$ cat src/logic/quad_ctrl_pkg.sv
package quad_ctrl_pkg;

    ////////////////////////////////////////////////////////////////////////////
    // Sizes
    ////////////////////////////////////////////////////////////////////////////

    // Row and column positions, also the dimension inputs
    localparam int DIM_W = 9;

    // 4 AWEs with 2 compute engines each
    localparam int NUM_CE = 8;

    // Sequence reads that make up one output pixel
    localparam int CYC_PER_PIX = 5;
    localparam int CYC_W = 3;

    // Input rows held in the buffer before execution starts
    localparam int PRIME_ROWS = 4;

    // Sequence BRAM read strobe to execute strobe
    localparam int SEQ_RD_LATENCY = 3;
    localparam int SEQ_ADDR_W = 12;

    // Prefetch buffer fill count
    localparam int PFB_CNT_W = 9;

    ////////////////////////////////////////////////////////////////////////////
    // Controller states
    ////////////////////////////////////////////////////////////////////////////

    typedef enum logic [2:0] {
        IDLE,
        PRIME,
        WAIT_LOAD,
        ACTIVE,
        DRAIN,
        DONE
    } ctrl_state_t;

endpackage

$ cat src/logic/ce_dispatch.sv
`timescale 1ns/10ps

module ce_dispatch import quad_ctrl_pkg::*; (
    input  logic              clk,
    input  logic              rst,
    input  logic              seq_rd,
    input  logic              row_wrap,
    output logic [NUM_CE-1:0] ce_execute,
    output logic [NUM_CE-1:0] next_kernel,
    output logic              ce_busy
);

    // Read latency stages followed by one stage per engine
    logic [SEQ_RD_LATENCY+NUM_CE-2:0] exec_line;

    // Engine k sees the read SEQ_RD_LATENCY+k cycles later
    assign ce_execute = exec_line[SEQ_RD_LATENCY+NUM_CE-2:SEQ_RD_LATENCY-1];

    // Busy also covers reads still in flight and pending kernel strobes
    assign ce_busy = (|exec_line) || (|next_kernel);

    always_ff @(posedge clk) begin
        if (rst) begin
            exec_line   <= '0;
            next_kernel <= '0;
        end else begin
            exec_line   <= {exec_line[SEQ_RD_LATENCY+NUM_CE-3:0], seq_rd};
            // Kernel switch ripples down the engines one per cycle
            next_kernel <= {next_kernel[NUM_CE-2:0], row_wrap};
        end
    end

endmodule

$ cat src/logic/job_sequencer.sv
`timescale 1ns/10ps

module job_sequencer import quad_ctrl_pkg::*; (
    input  logic             clk,
    input  logic             rst,
    input  logic             job_start,
    input  logic             job_complete_ack,
    input  logic             buf_empty,
    input  logic [DIM_W-1:0] input_row,
    input  logic             fetch_done,
    input  logic             frame_done,
    input  logic             ce_busy,
    output logic             job_accept,
    output logic             job_complete,
    output logic             fetch_start,
    output logic             prime_en,
    output logic             seq_run,
    output logic             job_begin
);

    ctrl_state_t state;
    logic        complete_acked;

    // Buffer reads only while priming
    assign prime_en = (state == PRIME);

    // New job clears the sequence read position
    assign job_begin = job_accept;

    ////////////////////////////////////////////////////////////////////////////
    // Job FSM
    ////////////////////////////////////////////////////////////////////////////

    always_ff @(posedge clk) begin
        if (rst) begin
            state          <= IDLE;
            job_accept     <= 1'b0;
            job_complete   <= 1'b0;
            fetch_start    <= 1'b0;
            seq_run        <= 1'b0;
            complete_acked <= 1'b0;
        end else begin
            // Single-cycle strobes
            job_accept  <= 1'b0;
            fetch_start <= 1'b0;
            case (state)
                IDLE: begin
                    if (job_start) begin
                        job_accept  <= 1'b1;
                        fetch_start <= 1'b1;
                        state       <= PRIME;
                    end
                end
                PRIME: begin
                    // Buffer drained, either primed or needs another row
                    if (buf_empty && input_row == DIM_W'(PRIME_ROWS)) begin
                        state <= ACTIVE;
                    end else if (buf_empty && input_row < DIM_W'(PRIME_ROWS)) begin
                        fetch_start <= 1'b1;
                        state       <= WAIT_LOAD;
                    end
                end
                WAIT_LOAD: begin
                    if (fetch_done) begin
                        state <= PRIME;
                    end
                end
                ACTIVE: begin
                    // Reads start the cycle after entry, stop on the last pixel
                    seq_run <= !frame_done;
                    if (frame_done) begin
                        state <= DRAIN;
                    end
                end
                DRAIN: begin
                    // Let the engine chains empty out
                    if (!ce_busy) begin
                        job_complete <= 1'b1;
                        state        <= DONE;
                    end
                end
                DONE: begin
                    // One settle cycle after the ack before a new job
                    if (complete_acked) begin
                        complete_acked <= 1'b0;
                        state          <= IDLE;
                    end else if (job_complete_ack) begin
                        job_complete   <= 1'b0;
                        complete_acked <= 1'b1;
                    end
                end
                default: begin
                    state <= IDLE;
                end
            endcase
        end
    end

    // State register never leaves the encoded set
    a_state_legal: assert property (@(posedge clk) disable iff (rst)
        state inside {IDLE, PRIME, WAIT_LOAD, ACTIVE, DRAIN, DONE});

endmodule

$ cat src/logic/output_tracker.sv
`timescale 1ns/10ps

module output_tracker import quad_ctrl_pkg::*; (
    input  logic             clk,
    input  logic             rst,
    input  logic             pixel_done,
    input  logic             last_kernel,
    input  logic [DIM_W-1:0] num_input_cols,
    input  logic [DIM_W-1:0] num_input_rows,
    output logic             row_wrap,
    output logic             frame_done
);

    logic [DIM_W-1:0] output_row;
    logic [DIM_W-1:0] output_col;

    // End of an output row, once per kernel pass
    assign row_wrap = pixel_done && (output_col == num_input_cols);

    // Last row done with the final kernel
    assign frame_done = row_wrap && last_kernel && (output_row == num_input_rows);

    ////////////////////////////////////////////////////////////////////////////
    // Output position
    ////////////////////////////////////////////////////////////////////////////

    always_ff @(posedge clk) begin
        if (rst || frame_done) begin
            output_row <= '0;
            output_col <= '0;
        end else if (row_wrap) begin
            output_col <= '0;
            // Same row again until all kernels have passed
            if (last_kernel) begin
                output_row <= output_row + 1'b1;
            end
        end else if (pixel_done) begin
            output_col <= output_col + 1'b1;
        end
    end

endmodule

$ cat src/logic/pfb_fetch.sv
`timescale 1ns/10ps

module pfb_fetch import quad_ctrl_pkg::*; (
    input  logic                 clk,
    input  logic                 rst,
    input  logic                 fetch_start,
    input  logic                 job_fetch_ack,
    input  logic                 job_fetch_complete,
    input  logic [PFB_CNT_W-1:0] pfb_full_count,
    input  logic                 prime_en,
    input  logic [DIM_W-1:0]     num_input_cols,
    output logic                 job_fetch_request,
    output logic                 job_fetch_in_progress,
    output logic                 fetch_done,
    output logic                 pfb_rden,
    output logic                 buf_empty,
    output logic [DIM_W-1:0]     input_row,
    output logic [DIM_W-1:0]     input_col
);

    logic [PFB_CNT_W-1:0] pfb_count;

    // Completion only counts once the fetch is under way
    assign fetch_done = job_fetch_complete && job_fetch_in_progress;

    // One buffer word per cycle while priming
    assign pfb_rden = prime_en && !job_fetch_in_progress && (pfb_count != '0);

    // Empty means nothing left and nothing on its way
    assign buf_empty = (pfb_count == '0) && !fetch_start && !job_fetch_request
                       && !job_fetch_in_progress;

    ////////////////////////////////////////////////////////////////////////////
    // Fetch handshake and fill count
    ////////////////////////////////////////////////////////////////////////////

    always_ff @(posedge clk) begin
        if (rst) begin
            job_fetch_request     <= 1'b0;
            job_fetch_in_progress <= 1'b0;
            pfb_count             <= '0;
        end else begin
            if (fetch_start) begin
                job_fetch_request <= 1'b1;
            end else if (job_fetch_ack && job_fetch_request) begin
                job_fetch_request     <= 1'b0;
                job_fetch_in_progress <= 1'b1;
            end
            if (fetch_done) begin
                job_fetch_in_progress <= 1'b0;
                pfb_count             <= pfb_full_count;
            end else if (pfb_rden) begin
                pfb_count <= pfb_count - 1'b1;
            end
        end
    end

    // Input position advances one column per buffer read
    always_ff @(posedge clk) begin
        if (rst) begin
            input_row <= '0;
            input_col <= '0;
        end else if (fetch_start && input_row >= DIM_W'(PRIME_ROWS)) begin
            // Fetch with a primed buffer opens a new job
            input_row <= '0;
            input_col <= '0;
        end else if (pfb_rden) begin
            if (input_col == num_input_cols) begin
                input_col <= '0;
                input_row <= input_row + 1'b1;
            end else begin
                input_col <= input_col + 1'b1;
            end
        end
    end

    a_ack_needs_req: assert property (@(posedge clk) disable iff (rst)
        job_fetch_ack |-> job_fetch_request);

    // Refill lands only after every buffered word has been read
    a_reload_when_empty: assert property (@(posedge clk) disable iff (rst)
        fetch_done |-> pfb_count == '0);

endmodule

$ cat src/logic/quad_bram_ctrl.sv
`timescale 1ns/10ps

module quad_bram_ctrl import quad_ctrl_pkg::*; (
    input  logic                  clk,
    input  logic                  rst,
    input  logic [DIM_W-1:0]      num_input_cols,
    input  logic [DIM_W-1:0]      num_input_rows,
    input  logic [SEQ_ADDR_W-1:0] seq_length,
    input  logic                  job_start,
    output logic                  job_accept,
    output logic                  job_fetch_request,
    output logic                  job_fetch_in_progress,
    input  logic                  job_fetch_ack,
    input  logic                  job_fetch_complete,
    input  logic [PFB_CNT_W-1:0]  pfb_full_count,
    output logic                  job_complete,
    input  logic                  job_complete_ack,
    output logic                  pfb_rden,
    output logic [DIM_W-1:0]      input_row,
    output logic [DIM_W-1:0]      input_col,
    output logic                  pix_seq_bram_rden,
    output logic [SEQ_ADDR_W-1:0] pix_seq_bram_rd_addr,
    output logic [CYC_W-1:0]      cycle_counter,
    output logic [NUM_CE-1:0]     ce_execute,
    output logic [NUM_CE-1:0]     next_kernel,
    input  logic                  last_kernel
);

    // Sequencer controls
    logic fetch_start;
    logic prime_en;
    logic seq_run;
    logic job_begin;

    // Status back to the sequencer
    logic fetch_done;
    logic buf_empty;
    logic frame_done;
    logic ce_busy;

    // Read and pixel strobes
    logic seq_rd;
    logic pixel_done;
    logic row_wrap;

    job_sequencer u_job_sequencer (
        .clk              (clk),
        .rst              (rst),
        .job_start        (job_start),
        .job_complete_ack (job_complete_ack),
        .buf_empty        (buf_empty),
        .input_row        (input_row),
        .fetch_done       (fetch_done),
        .frame_done       (frame_done),
        .ce_busy          (ce_busy),
        .job_accept       (job_accept),
        .job_complete     (job_complete),
        .fetch_start      (fetch_start),
        .prime_en         (prime_en),
        .seq_run          (seq_run),
        .job_begin        (job_begin)
    );

    pfb_fetch u_pfb_fetch (
        .clk                   (clk),
        .rst                   (rst),
        .fetch_start           (fetch_start),
        .job_fetch_ack         (job_fetch_ack),
        .job_fetch_complete    (job_fetch_complete),
        .pfb_full_count        (pfb_full_count),
        .prime_en              (prime_en),
        .num_input_cols        (num_input_cols),
        .job_fetch_request     (job_fetch_request),
        .job_fetch_in_progress (job_fetch_in_progress),
        .fetch_done            (fetch_done),
        .pfb_rden              (pfb_rden),
        .buf_empty             (buf_empty),
        .input_row             (input_row),
        .input_col             (input_col)
    );

    seq_reader u_seq_reader (
        .clk                  (clk),
        .rst                  (rst),
        .seq_run              (seq_run),
        .job_begin            (job_begin),
        .seq_length           (seq_length),
        .seq_rd               (seq_rd),
        .pixel_done           (pixel_done),
        .cycle_counter        (cycle_counter),
        .pix_seq_bram_rden    (pix_seq_bram_rden),
        .pix_seq_bram_rd_addr (pix_seq_bram_rd_addr)
    );

    output_tracker u_output_tracker (
        .clk            (clk),
        .rst            (rst),
        .pixel_done     (pixel_done),
        .last_kernel    (last_kernel),
        .num_input_cols (num_input_cols),
        .num_input_rows (num_input_rows),
        .row_wrap       (row_wrap),
        .frame_done     (frame_done)
    );

    ce_dispatch u_ce_dispatch (
        .clk         (clk),
        .rst         (rst),
        .seq_rd      (seq_rd),
        .row_wrap    (row_wrap),
        .ce_execute  (ce_execute),
        .next_kernel (next_kernel),
        .ce_busy     (ce_busy)
    );

endmodule

$ cat src/logic/seq_reader.sv
`timescale 1ns/10ps

module seq_reader import quad_ctrl_pkg::*; (
    input  logic                  clk,
    input  logic                  rst,
    input  logic                  seq_run,
    input  logic                  job_begin,
    input  logic [SEQ_ADDR_W-1:0] seq_length,
    output logic                  seq_rd,
    output logic                  pixel_done,
    output logic [CYC_W-1:0]      cycle_counter,
    output logic                  pix_seq_bram_rden,
    output logic [SEQ_ADDR_W-1:0] pix_seq_bram_rd_addr
);

    // Read strobe history across the BRAM latency
    logic [SEQ_RD_LATENCY-1:0] rd_dly;

    // One read every cycle of the run
    assign seq_rd = seq_run;

    // Last read of the current pixel
    assign pixel_done = seq_rd && (cycle_counter == CYC_W'(CYC_PER_PIX - 1));

    // Enable held until the last read's data is out
    assign pix_seq_bram_rden = seq_rd || rd_dly[SEQ_RD_LATENCY-1];

    ////////////////////////////////////////////////////////////////////////////
    // Address and per-pixel counter
    ////////////////////////////////////////////////////////////////////////////

    always_ff @(posedge clk) begin
        if (rst || job_begin) begin
            pix_seq_bram_rd_addr <= '0;
            cycle_counter        <= '0;
        end else if (seq_rd) begin
            // Sequence table wraps per pixel group
            if (pix_seq_bram_rd_addr == seq_length - 1'b1) begin
                pix_seq_bram_rd_addr <= '0;
            end else begin
                pix_seq_bram_rd_addr <= pix_seq_bram_rd_addr + 1'b1;
            end
            if (pixel_done) begin
                cycle_counter <= '0;
            end else begin
                cycle_counter <= cycle_counter + 1'b1;
            end
        end
    end

    // Latency delay line
    always_ff @(posedge clk) begin
        if (rst) begin
            rd_dly <= '0;
        end else begin
            rd_dly <= {rd_dly[SEQ_RD_LATENCY-2:0], seq_rd};
        end
    end

endmodule

$ cat config.mk
export PLATFORM = sky130hd
export DESIGN_NAME = quad_bram_ctrl
export DESIGN_NICKNAME = d
export VERILOG_FILES = /design/src/logic/quad_ctrl_pkg.sv /design/src/logic/ce_dispatch.sv /design/src/logic/job_sequencer.sv /design/src/logic/output_tracker.sv /design/src/logic/pfb_fetch.sv /design/src/logic/quad_bram_ctrl.sv /design/src/logic/seq_reader.sv
export SDC_FILE = /design/constraint.sdc
export NUM_CORES = 1
export LEC_CHECK = 0
export BUFFER_PORTS_ARGS = -buffer_cell sky130_fd_sc_hd__buf_2
export CAP_MARGIN = 20
export CORE_ASPECT_RATIO = 1.75
export CORE_UTILIZATION = 49
export DETAILED_ROUTE_END_ITERATION = 10
export PLACE_DENSITY = 0.69
export SLEW_MARGIN = 25
export SYNTH_ARGS = -nofsm -noshare
export SYNTH_HDL_FRONTEND = slang
export SYNTH_SLANG_ARGS = --single-unit
$ cat constraint.sdc
create_clock -name clk -period 2.76 [get_ports clk]
set_input_delay 0.414 -clock clk [delete_from_list [all_inputs] [get_ports clk]]
set_output_delay 0.414 -clock clk [all_outputs]
set_load 0.03 [all_outputs]
Word-level counts from Yosys, hierarchy flattened
Index checks and enable logic that the tools add are counted.
{"block": "word_totals", "reg_bits": 91, "in_bits": 46, "output_inout_bits": 55}
{"block": "classes", "addsub": 8, "order_cmp": 2, "eq_ne": 19, "mux": 25, "bitwise": 2, "n_reduce_logical": 39}
{"operator": "9-bit by 1-bit adder with 9-bit output, second input constant", "n": 4}
{"operator": "9-bit == test", "n": 3}
{"operator": "9-bit 2-to-1 mux", "n": 3}
{"operator": "3-bit 2-to-1 mux", "n": 8}
{"operator": "3-bit one-hot mux with 6 select lines", "n": 1}
{"operator": "1-bit logical AND", "n": 14}
{"operator": "12-bit by 1-bit adder with 12-bit output, second input constant", "n": 1}
{"operator": "12-bit == test", "n": 1}
{"operator": "12-bit 2-to-1 mux", "n": 1}
{"operator": "12-bit by 1-bit subtractor with 12-bit output, second input constant", "n": 1}
{"operator": "1-bit 2-to-1 mux", "n": 10}
{"operator": "2-bit != test, second input constant", "n": 5}
{"operator": "10-bit OR reduction", "n": 1}
{"operator": "3-bit == test, second input constant", "n": 3}
{"operator": "9-bit by 3-bit == test with 1-bit output, second input constant", "n": 1}
{"operator": "9-bit by 3-bit >= comparator with 1-bit output, second input constant", "n": 1}
{"operator": "9-bit logical NOT", "n": 1}
{"operator": "9-bit by 3-bit less-than comparator with 1-bit output, second input constant", "n": 1}
{"operator": "9-bit nonzero test", "n": 1}
{"operator": "9-bit by 1-bit subtractor with 9-bit output, second input constant", "n": 1}
{"operator": "2-bit OR reduction", "n": 4}
{"operator": "8-bit OR reduction", "n": 1}
{"operator": "3-bit by 2-bit == test with 1-bit output, second input constant", "n": 2}
{"operator": "2-bit AND reduction", "n": 3}
{"operator": "12 further kinds", "n": 23}

Longest topological paths before layout
Gate-level depths: netlist (run 1).
{"block": "depth", "ltp_word": 8, "mapped_depth": 9, "depth_no_buf": 8}

Cells and area by module
From an unflattened synthesis (run 1), not the netlist that was laid out.
{"block": "hier_totals", "hier_cells": 592, "area_unflattened_um2": 5072.4}
{"module": "pfb_fetch", "n_inst": 1, "cells_each": 203, "area_each_um2": 1644.1}
{"module": "seq_reader", "n_inst": 1, "cells_each": 147, "area_each_um2": 1253.7}
{"module": "output_tracker", "n_inst": 1, "cells_each": 135, "area_each_um2": 1137.3}
{"module": "ce_dispatch", "n_inst": 1, "cells_each": 51, "area_each_um2": 578.1}
{"module": "job_sequencer", "n_inst": 1, "cells_each": 56, "area_each_um2": 459.2}

Worst setup path before layout (run 1)
Ideal clock, no wire load.
{"block": "synth_path", "kind": "input to register", "startpoint": "in seq_length[0]", "endpoint": "reg u_seq_reader.pix_seq_bram_rd_addr[11]", "setup_ns": 0.139, "arrival_time_ns": 2.098, "t_required_ns": 2.621, "slack_ns": 0.522, "path_stages": 8, "cell_sequence": "inv_1 > ha_1 > nor4b_2 > nand2_1 > o311ai_0 > o22ai_1 > nor4_4 > nor3_1"}
{"block": "synth_via", "elab_chain_cells": 3}
{"element": "start, declared", "line": "quad_bram_ctrl.sv:8", "source": "input logic [SEQ_ADDR_W-1:0] seq_length,"}
{"element": "12-bit by 1-bit subtractor with 12-bit output", "line": "seq_reader.sv:38", "source": "if (pix_seq_bram_rd_addr == seq_length - 1'b1) begin"}
{"element": "12-bit == test", "line": "seq_reader.sv:38"}
{"element": "12-bit 2-to-1 mux", "line": "seq_reader.sv:38"}
{"element": "end signal, assigned", "line": "seq_reader.sv:41", "source": "pix_seq_bram_rd_addr <= pix_seq_bram_rd_addr + 1'b1;"}
{"element": "end, declared", "line": "seq_reader.sv:13", "source": "output logic [SEQ_ADDR_W-1:0] pix_seq_bram_rd_addr"}
No other way between the ends.
A chain may end at the register's enable or synchronous reset.

Worst setup path in the final report (run 1)
{"block": "layout_path", "startpoint": "reg u_job_sequencer.state[0]", "endpoint": "out pfb_rden"}
{"block": "layout_via", "elab_chain_cells": 3}
{"element": "start, declared", "line": "job_sequencer.sv:21", "source": "ctrl_state_t state;"}
{"element": "start signal, assigned", "line": "job_sequencer.sv:36", "source": "state <= IDLE;"}
{"element": "start signal, assigned", "line": "job_sequencer.sv:51", "source": "state <= PRIME;"}
{"element": "start signal, assigned", "line": "job_sequencer.sv:57", "source": "state <= ACTIVE;"}
{"element": "3-bit by 1-bit == test with 1-bit output", "line": "job_sequencer.sv:25", "source": "assign prime_en = (state == PRIME);"}
{"element": "1-bit logical AND (2 in a row)", "line": "pfb_fetch.sv:27", "source": "assign pfb_rden = prime_en && !job_fetch_in_progress && (pfb_count != '0);"}
{"element": "end, declared", "line": "quad_bram_ctrl.sv:18", "source": "output logic pfb_rden,"}
No other way between the ends.

==> impl_metrics.yaml, run 1 <==
outcome:
  status: "finished, final reports clean"
synthesis:
  synth_edf_count: 0
  syn_area_per_cell_um2: 8.53
  syn_area_mm2: 0.00458
  synthArstFlopShare: 0
  synth-seq-cells: 88
  ys_warn_count: 0
  syn_nets: 594
  yosysSeqAreaShare: 0.384
  synthCells: 537
  synth.distinct_cells: 55
  synth_ff_type: "dfxtp_1"
global_route:
  grt_overflow: 0
  grt_max_degree: 31
  grt_pass1_vias: 3908
  grt_first_pass_wirelength_mm: 17.2
  track_usage: 0.229
  antenna_found_initial: 1
placement:
  io_buffers: 100
  dpl_worst_slack_ns: 0.180
  hpwl_mm: 8.17
  place.gp.congestion: 0.890
  placed_cells: 740
  placed_area_mm2: 0.00517
timing:
  max-slew-margin-rel: 0.657
  finalHoldViolCount: 0
  fin_ws_ns: 0.290
  setup_viol: 0
  hold_ws_ns: 0.326
  timing.final.crit_period_ns: 2.47
  max_slew.worst_pin.slew_ns: 0.507
  finalMaxSlewViolations: 0
  clock_skew_ns: 0.00489
  fin_crit_sh: 0.895
  max_freq_ghz: 0.405
  rsz0062_at_grt: "false"
  fin_setup_tns_ns: 0
pwr:
  p_leak_nw: 2.38
  peakVddDrop_mv: 0.648
  p_per_area_mw_per_mm2: 656
  power_mw: 3.60
finish:
  multi_input_area_mm2: 0.00262
  num-nets-final: 688
  instances_no_fill: 757
  seq_area_mm2: 0.00176
  fin_area_mm2: 0.00549
  drive_gt1_frac: 0.222
  syn_to_final_growth_pct: 19.8
  fin_util: 0.604
  n_fill_cell: 834
min_path:
  hp-start: "pfb_full_count[1]"
  hold_path_depth: 3
  hp-class: "in2reg"
  hold-path-endpoint: "u_pfb_fetch.pfb_count[1]"
critical_path:
  r2r_cells: 9
  r2r_slack_ns: 0.35
  path_depth: 4
  startpoint: "u_job_sequencer.state[0]"
  critPathKind: "reg2out"
  r2r_end: "u_job_sequencer.seq_run"
  cp.arrival_ns: 2.06
  r2r_start: "u_seq_reader.cycle_counter[0]"
  slowest_stage: "dfxtp_1"
  max_stage_delay_ns: 0.51
  cp_cell_sequence: "or4b_1, a21oi_2, buf_4, buf_2"
  path_delay_family: "flip-flops"
  critPathMaxFanout: 12
  worst-path-buf-inv: 2
  end_kind: "output pin"
  required_ns: 2.35
  startpoint_type: "flop"
clock_tree:
  clock_path_buffers: 2
  cts_sinks: 88
  cts_made_buffers: 9
  cts-htree-levels: 3
  cts_resized: 0
  worstSkewPairLatency_ns: 0.34
  root_buffer: "clkbuf_16"
  postCtsSetupRepairBufs: 0
  cts_tree: "built"
  cts.hold.buffers_added: 0
  clk_pin_slew_ns: 0.06
die:
  die_x_um: 75.1
  start_util: 0.504
  die_y_um: 130
  pin_count: 101
  core.rowCount: 46
  dieArea_mm2: 0.00976
  core_area_mm2: 0.00909
detailed_routing:
  wirelength_mm: 10.7
  drc: 0
  vias_per_cell: 5.39
  vias: 4082
  wire_per_inst_um: 14.1
  drt_iter0_drc: 154
  antenna_left: 0
  first_pass_iters: 4
flow_run:
  maxCapViolations: 0
-- tightest hold or removal path, cell delays in order --
cell and delay (ns):
buf_2 0.10, nand2_1 0.05, a21oi_1 0.05
-- kinds of logic (layout without fill, tap and decap cells) --
| group | count (synthesis) | in the layout | share of synthesized area |
|---|---|---|---|
| AO/OA/AOI/OAI | 49 | 49 | 0.0726 |
| XOR/XNOR | 85 | 85 | 0.162 |
| adder cells (fa/ha/maj) | 11 | 11 | 0.0300 |
| buffers and inverters | 45 | 144 | 0.0445 |
| flip-flops | 88 | 88 | 0.384 |
| multiplexers | 7 | 7 | 0.0158 |
| other | 0 | 1 | 0 |
| AND/OR/NAND/NOR | 252 | 252 | 0.290 |
-- Yosys cell counts (all sizes together) (10+ instances only) --
cell / number / area (µm²)
dfxtp: 88 / 1760
nor2: 75 / 282
xor2: 49 / 429
xnor2: 36 / 315
nand2: 33 / 124
nor3: 29 / 145
nand3: 21 / 105
nor2b: 20 / 125
inv: 19 / 71.3
nor4: 17 / 128
nand4: 15 / 106
buf: 13 / 83.8
clkbuf: 13 / 48.8
ha: 11 / 138
o21ai: 10 / 50.1
-- layer usage --
metal,track usage,share of wire
met5,0,0
met2,0.426,0.54
met1,0.235,0.40
met4,0.103,0.021
met3,0.0517,0.037
-- layout make-up --
cell class                      count  share of cell area
Tap cell                          120              0.0273
Sequential cell                    88               0.321
Antenna cell                        1            0.000456
Clock buffer                        9              0.0410
Timing Repair Buffer              109               0.103
Clock inverter                      7              0.0175
Multi-Input combinational cell    404               0.477
Inverter                           19              0.0130
-- layout by cell type, fill, tap and decap left out, types with 6 or more instances in the layout --
| master | n |
|---|---|
| nor3_1 | 29 |
| nand4_1 | 13 |
| nand3_1 | 21 |
| a211oi_1 | 6 |
| nor4_1 | 15 |
| nor2_1 | 75 |
| buf_4 | 9 |
| dfxtp_1 | 88 |
| nor2b_1 | 20 |
| inv_1 | 19 |
| buf_2 | 100 |
| nand2_1 | 33 |
| xor2_1 | 49 |
| clkbuf_16 | 9 |
| xnor2_1 | 36 |
| ha_1 | 11 |
| and3_1 | 7 |
| o21ai_0 | 10 |
| a21oi_1 | 8 |
-- how the worst max path moves through the flow --
stage / slack, ns / end
floorplan: 0.52 / u_seq_reader.pix_seq_bram_rd_addr[11]
global placement: 0.32 / u_seq_reader.pix_seq_bram_rd_addr[11]
detailed placement: 0.18 / u_seq_reader.pix_seq_bram_rd_addr[4]
CTS: 0.26 / pfb_rden
global route: 0.11 / u_job_sequencer.seq_run
finish: 0.29 / pfb_rden
-- power by group --
part / total [mW] / internal, mW / switching, mW
registers: 1.46 / 1.36 / 0.102
logic: 0.848 / 0.365 / 0.483
clock network: 1.29 / 0.794 / 0.497
total: 3.60 / 2.52 / 1.08
-- flip-flops by register name (all words and copies together), names as in the netlist, 8 cells and up --
signal / count
u_output_tracker.output_row: 9
u_seq_reader.pix_seq_bram_rd_addr: 12
u_pfb_fetch.input_row: 9
u_ce_dispatch.next_kernel: 8
u_ce_dispatch.exec_line: 8
u_pfb_fetch.pfb_count: 9
u_pfb_fetch.input_col: 9
u_output_tracker.output_col: 9
(Power assumes the default switching activity.)
==> run 2, diff against run 1 <==
--- a/config.mk
+++ b/config.mk
@@ -8,9 +8,9 @@
 export BUFFER_PORTS_ARGS = -buffer_cell sky130_fd_sc_hd__buf_2
 export CAP_MARGIN = 20
 export CORE_ASPECT_RATIO = 1.75
-export CORE_UTILIZATION = 49
+export CORE_UTILIZATION = 50
 export DETAILED_ROUTE_END_ITERATION = 10
-export PLACE_DENSITY = 0.69
+export PLACE_DENSITY = 0.7
 export SLEW_MARGIN = 25
 export SYNTH_ARGS = -nofsm -noshare
 export SYNTH_HDL_FRONTEND = slang
==> run 2 against run 1 <==
Against the previous run: design area down 0.50%; setup slack better by 0.11 ns; fmax up 4.8%; wire length down 2.6%; cell count down 0.66%; core utilization up 1.8 points; via count down 1.6%; hold slack better by 0.0013 ns.
==> impl_metrics.yaml, run 2 (synthesis gave the netlist of run 1 again) <==
timing:
  fin_crit_sh: 0.854
  timing.final.crit_period_ns: 2.36
  fin_ws_ns: 0.402
  max-slew-margin-rel: 0.631
  finalHoldViolCount: 0
  finalMaxSlewViolations: 0
  setup_viol: 0
  clock_skew_ns: 0.00598
  hold_ws_ns: 0.327
  rsz0062_at_grt: "false"
  fin_setup_tns_ns: 0
  max_slew.worst_pin.slew_ns: 0.549
  max_freq_ghz: 0.424
critical_path:
  critPathKind: "reg2reg"
  r2r_cells: 7
  max_stage_delay_ns: 0.50
  cp.arrival_ns: 2.61
  cp_cell_sequence: "or4b_1, a21oi_2, buf_4, nand2_1, or4_1, xor2_1, a211oi_1"
  r2r_start: "u_job_sequencer.state[0]"
  slowest_stage: "dfxtp_1"
  critPathMaxFanout: 11
  required_ns: 3.01
  r2r_end: "u_pfb_fetch.pfb_count[5]"
  startpoint_type: "flop"
  r2r_slack_ns: 0.40
  end_kind: "flop"
placement:
  hpwl_mm: 8.10
  io_buffers: 100
  dpl_worst_slack_ns: 0.177
  place.gp.congestion: 0.906
clock_tree:
  worstSkewPairLatency_ns: 0.33
  cts.hold.buffers_added: 0
  cts_resized: 0
  clock_path_buffers: 2
  cts_tree: "built"
  root_buffer: "clkbuf_16"
  cts_made_buffers: 9
  cts_sinks: 88
  postCtsSetupRepairBufs: 0
  cts-htree-levels: 3
  clk_pin_slew_ns: 0.06
global_route:
  grt_pass1_vias: 3800
  busiest_layer: "met2"
  grtUsageMet2: 0.439
  grt_first_pass_wirelength_mm: 16.7
  grt_util_met3: 0.0415
  use_met1: 0.223
  grt_overflow: 0
  grt_max_degree: 24
  antenna_found_initial: 0
  track_usage: 0.224
die:
  core.rowCount: 45
  core_area_mm2: 0.00878
  start_util: 0.522
  pin_count: 101
  die_x_um: 74.4
  dieArea_mm2: 0.00957
  die_y_um: 129
finish:
  drive_gt1_frac: 0.220
  layout_common_cells: "buf_2 (100), dfxtp_1 (88), nor2_1 (75)"
  largest_reg_flops: 12
  final_common_cell: "buf_2"
  antenna_cells: 0
  num-nets-final: 687
  largest-register: "u_seq_reader.pix_seq_bram_rd_addr"
  n_fill_cell: 818
  syn_to_final_growth_pct: 19.2
detailed_routing:
  antenna_left: 0
  drc: 0
  drt_iter0_drc: 194
  wire_per_inst_um: 13.8
  wirelength_mm: 10.4
  vias: 4015
  first_pass_iters: 4
  vias_per_cell: 5.34
outcome:
  status: "finished, final reports clean"
min_path:
  hp-class: "in2reg"
  hp-start: "pfb_full_count[1]"
  hold-path-endpoint: "u_pfb_fetch.pfb_count[1]"
  hold_path_depth: 3
flow_run:
  maxCapViolations: 0
pwr:
  p_per_area_mw_per_mm2: 644
  p_leak_nw: 2.36
  peakVddDrop_mv: 0.528
## run 2: cell types whose count changed in the layout (fill, tap and decap cells not counted)
cell,change
clkbuf_8,+2
clkinv_4,-3
clkinvlp_4,+2
buf_4,-1
diode_2,-1
bufinv_16,-1
## run 2: cell type report
cell class / instances / area [µm²] / area share
well taps: 117 / 146 / 0.0268
clock inverters: 5 / 55.1 / 0.0101
inverters: 19 / 71.3 / 0.0130
multi-input cells: 404 / 2620 / 0.479
repair buffers: 108 / 561 / 0.103
clock buffers: 11 / 253 / 0.0462
flip-flops and latches: 88 / 1760 / 0.322
## run 2: report_power, final
| part | total, mW | internal (mW) | switching [mW] |
|---|---|---|---|
| Clock | 1.22 | 0.747 | 0.472 |
| Sequential | 1.46 | 1.36 | 0.102 |
| Combinational | 0.838 | 0.360 | 0.478 |
| Total | 3.52 | 2.47 | 1.05 |
## run 2: worst max path at each step
stage	to	slack [ns]	startpoint
after detailed placement	u_seq_reader.pix_seq_bram_rd_addr[9]	0.18	seq_length[0]
after global placement	u_pfb_fetch.input_row[4]	0.27	num_input_cols[3]
after global routing	u_job_sequencer.state[1]	0.08	u_pfb_fetch.pfb_count[0]
after CTS	u_pfb_fetch.input_row[4]	0.38	u_pfb_fetch.input_col[0]
after floorplan	u_seq_reader.pix_seq_bram_rd_addr[11]	0.52	seq_length[0]
final	u_pfb_fetch.pfb_count[5]	0.40	u_job_sequencer.state[0]
## run 2: worst max-delay path: cells and delay by family, from the launching register on
kind,cells,cell delay [ns]
AND/OR/NAND/NOR,3,0.99
flip-flops,1,0.50
AO/OA/AOI/OAI,2,0.41
buffers and inverters,1,0.20
XOR/XNOR,1,0.16
## run 2: stage by stage
step / area (µm²) / power, mW / util / std cells
after floorplan: 4580 / 2.09 / - / 537
final: 5470 / 3.52 / 0.622 / 752
after global placement: 5160 / 2.30 / 0.587 / 736
after CTS: 5470 / 3.55 / 0.622 / 752
after global routing: 5470 / 3.71 / 0.622 / 752
after detailed placement: 5160 / 2.32 / 0.587 / 736
## run 2: routing by layer
metal | vias up | routed length, µm
met5 | - | 0
met4 | 0 | 187
met3 | 16 | 340
met2 | 81 | 5820
met1 | 1892 | 4060
li1 | 2026 | -
==> run 3, diff against run 2 <==
--- a/config.mk
+++ b/config.mk
@@ -5,12 +5,13 @@
 export SDC_FILE = /design/constraint.sdc
 export NUM_CORES = 1
 export LEC_CHECK = 0
+export ABC_AREA = 1
 export BUFFER_PORTS_ARGS = -buffer_cell sky130_fd_sc_hd__buf_2
 export CAP_MARGIN = 20
 export CORE_ASPECT_RATIO = 1.75
 export CORE_UTILIZATION = 50
 export DETAILED_ROUTE_END_ITERATION = 10
-export PLACE_DENSITY = 0.7
+export PLACE_DENSITY = 0.69
 export SLEW_MARGIN = 25
 export SYNTH_ARGS = -nofsm -noshare
 export SYNTH_HDL_FRONTEND = slang
==> run 3 against run 2 <==
Against the previous run: synthesized cell count increased by 41%; hold slack improved by 0.024 ns; core utilization decreased by 1.8 points; setup slack improved by 0.24 ns; fmax increased by 11%; clock-buffer cell count decreased by 1; global-route usage increased by 2.2 points; via count increased by 25%; sequential power increased by 3%; non-clock buffer count decreased by 2; first-iteration DRC count increased by 13%; sequential share of layout area decreased by 2.6 points; critical path type is now reg2out; largest cell class unchanged; largest power group unchanged; highest routed layer unchanged.
==> impl_metrics.yaml, run 3 <==
pwr:
  p_per_area_mw_per_mm2: 665
  peakVddDrop_mv: 0.472
  p_leak_nw: 2.79
detailed_routing:
  first_pass_iters: 6
  drt_iter0_drc: 220
  antenna_left: 0
  vias: 5038
  wire_per_inst_um: 12.7
  drc: 0
  wirelength_mm: 12.4
  vias_per_cell: 5.13
critical_path:
  critPathKind: "reg2out"
  r2r_end: "u_output_tracker.output_col[7]"
  r2r_start: "u_seq_reader.cycle_counter[0]"
  critPathMaxFanout: 10
  startpoint_type: "flop"
  r2r_slack_ns: 0.65
  cp.arrival_ns: 1.70
  end_kind: "output pin"
  required_ns: 2.35
  r2r_cells: 12
synthesis:
  synth.distinct_cells: 43
  synth-seq-cells: 88
  syn_area_mm2: 0.00509
  synth.area.top_cells: "dfxtp_1 (35%), nand2_1 (13%), inv_1 (7.8%), nor2_1 (7.7%), xor2_1 (5.9%)"
  ys_top_cells_by_count: "nand2_1 (173), inv_1 (106), nor2_1 (104)"
  yosysSeqAreaShare: 0.346
  synthArstFlopShare: 0
  synth_ff_type: "dfxtp_1"
  synth_edf_count: 0
  yosys.area.top_type: "dfxtp_1"
  synthCells: 755
  synth_top_area_frac: 0.346
  ys_warn_count: 0
  synth_most_common_cell: "nand2_1"
  syn_nets: 812
  syn_area_per_cell_um2: 6.74
global_route:
  track_usage: 0.246
  grt_overflow: 0
  grt_max_degree: 19
  antenna_found_initial: 0
  grt_pass1_vias: 4824
  grt_first_pass_wirelength_mm: 20.8
min_path:
  hp-class: "in2reg"
  hp-start: "pfb_full_count[3]"
  hold_path_depth: 3
  hold-path-endpoint: "u_pfb_fetch.pfb_count[3]"
timing:
  max_freq_ghz: 0.472
  fin_crit_sh: 0.767
  timing.final.crit_period_ns: 2.12
  setup_viol: 0
  finalMaxSlewViolations: 0
  fin_setup_tns_ns: 0
  rsz0062_at_grt: "false"
  max-slew-margin-rel: 0.651
  max_slew.worst_pin.slew_ns: 0.524
  clock_skew_ns: 0.00439
  finalHoldViolCount: 0
finish:
  num-nets-final: 910
  largest-register: "u_seq_reader.pix_seq_bram_rd_addr"
  layout_common_cells: "nand2_1 (173), inv_1 (106), nor2_1 (104)"
  final_common_cell: "nand2_1"
  drive_gt1_frac: 0.183
  n_fill_cell: 973
  fin_util: 0.604
  antenna_cells: 0
  syn_to_final_growth_pct: 16.9
  largest_reg_flops: 12
die:
  die_y_um: 135
  pin_count: 101
  core_area_mm2: 0.00985
  start_util: 0.517
  die_x_um: 78.3
  dieArea_mm2: 0.0106
  core.rowCount: 48
clock_tree:
  cts_tree: "built"
  postCtsSetupRepairBufs: 0
  cts_sinks: 88
  clock_path_buffers: 2
  cts_resized: 0
  root_buffer: "clkbuf_16"
  clk_pin_slew_ns: 0.06
  cts-htree-levels: 3
  cts.hold.buffers_added: 0
  worstSkewPairLatency_ns: 0.34
  cts_made_buffers: 9
outcome:
  status: "finished, final reports clean"
placement:
  place.gp.congestion: 0.873
  io_buffers: 100
  hpwl_mm: 9.78
flow_run:
  maxCapViolations: 0
[run 3: area by class of cell]
cell class	instances	area (µm²)	area share
multi-input combinational	536	2760	0.464
sequential	88	1760	0.296
clock inverter	6	67.6	0.0114
clock buffer	10	229	0.0385
timing repair buffer	106	546	0.0917
tap	125	156	0.0263
inverter	112	429	0.0721
[run 3: cells by family (layout without fill, tap and decap cells)]
kind of cell / after synthesis / in the layout / share of synthesized area
buffers and inverters: 131 / 234 / 0.111
and+or+nand+nor: 403 / 403 / 0.352
adders and majority gates: 11 / 11 / 0.0271
xor gates and xnor gates: 47 / 47 / 0.0809
AOI/OAI and AO/OA: 75 / 75 / 0.0829
DFF: 88 / 88 / 0.346
[run 3: critical path: stages, from the launching register on]
cell	delay, ns
dfxtp_1	0.37
inv_1	0.10
ha_1	0.20
nand3_1	0.12
o21ai_2	0.08
inv_1	0.08
buf_4	0.19
buf_2	0.22
[run 3: how the worst max path moves through the flow]
stage / start / to / cells after the start
after detailed placement: seq_length[0] / u_seq_reader.pix_seq_bram_rd_addr[9] / 14
after global routing: u_seq_reader.cycle_counter[0] / u_output_tracker.output_col[7] / 12
after global placement: seq_length[0] / u_seq_reader.pix_seq_bram_rd_addr[2] / 14
after floorplan: u_seq_reader.cycle_counter[0] / u_output_tracker.output_col[0] / 13
after CTS: u_seq_reader.cycle_counter[0] / u_output_tracker.output_col[2] / 12
final: u_pfb_fetch.pfb_count[0] / pfb_rden / 7
[run 3: metrics by stage]
stage	hold slack, ns	setup slack [ns]	cells	instance area (µm²)	total power [mW]
after detailed placement	0.410	0.486	967	5650	2.76
after global routing	0.361	0.441	983	5950	4.22
after global placement	0.409	0.580	967	5650	2.73
after CTS	0.348	0.603	983	5950	3.99
final	0.352	0.643	983	5950	3.96
after floorplan	0.403	0.867	755	5090	2.46
[run 3: routing by layer]
metal	wire length (µm)	track usage	vias to the layer above
met5	0	0	-
met4	437	0.126	0
met3	457	0.0343	31
met2	6750	0.475	131
met1	4810	0.251	2299
li1	-	-	2577
[run 3: report_power, final]
| part | switching, mW | internal (mW) | total [mW] |
|---|---|---|---|
| clock network | 0.514 | 0.707 | 1.22 |
| registers | 0.107 | 1.39 | 1.50 |
| logic | 0.809 | 0.430 | 1.24 |
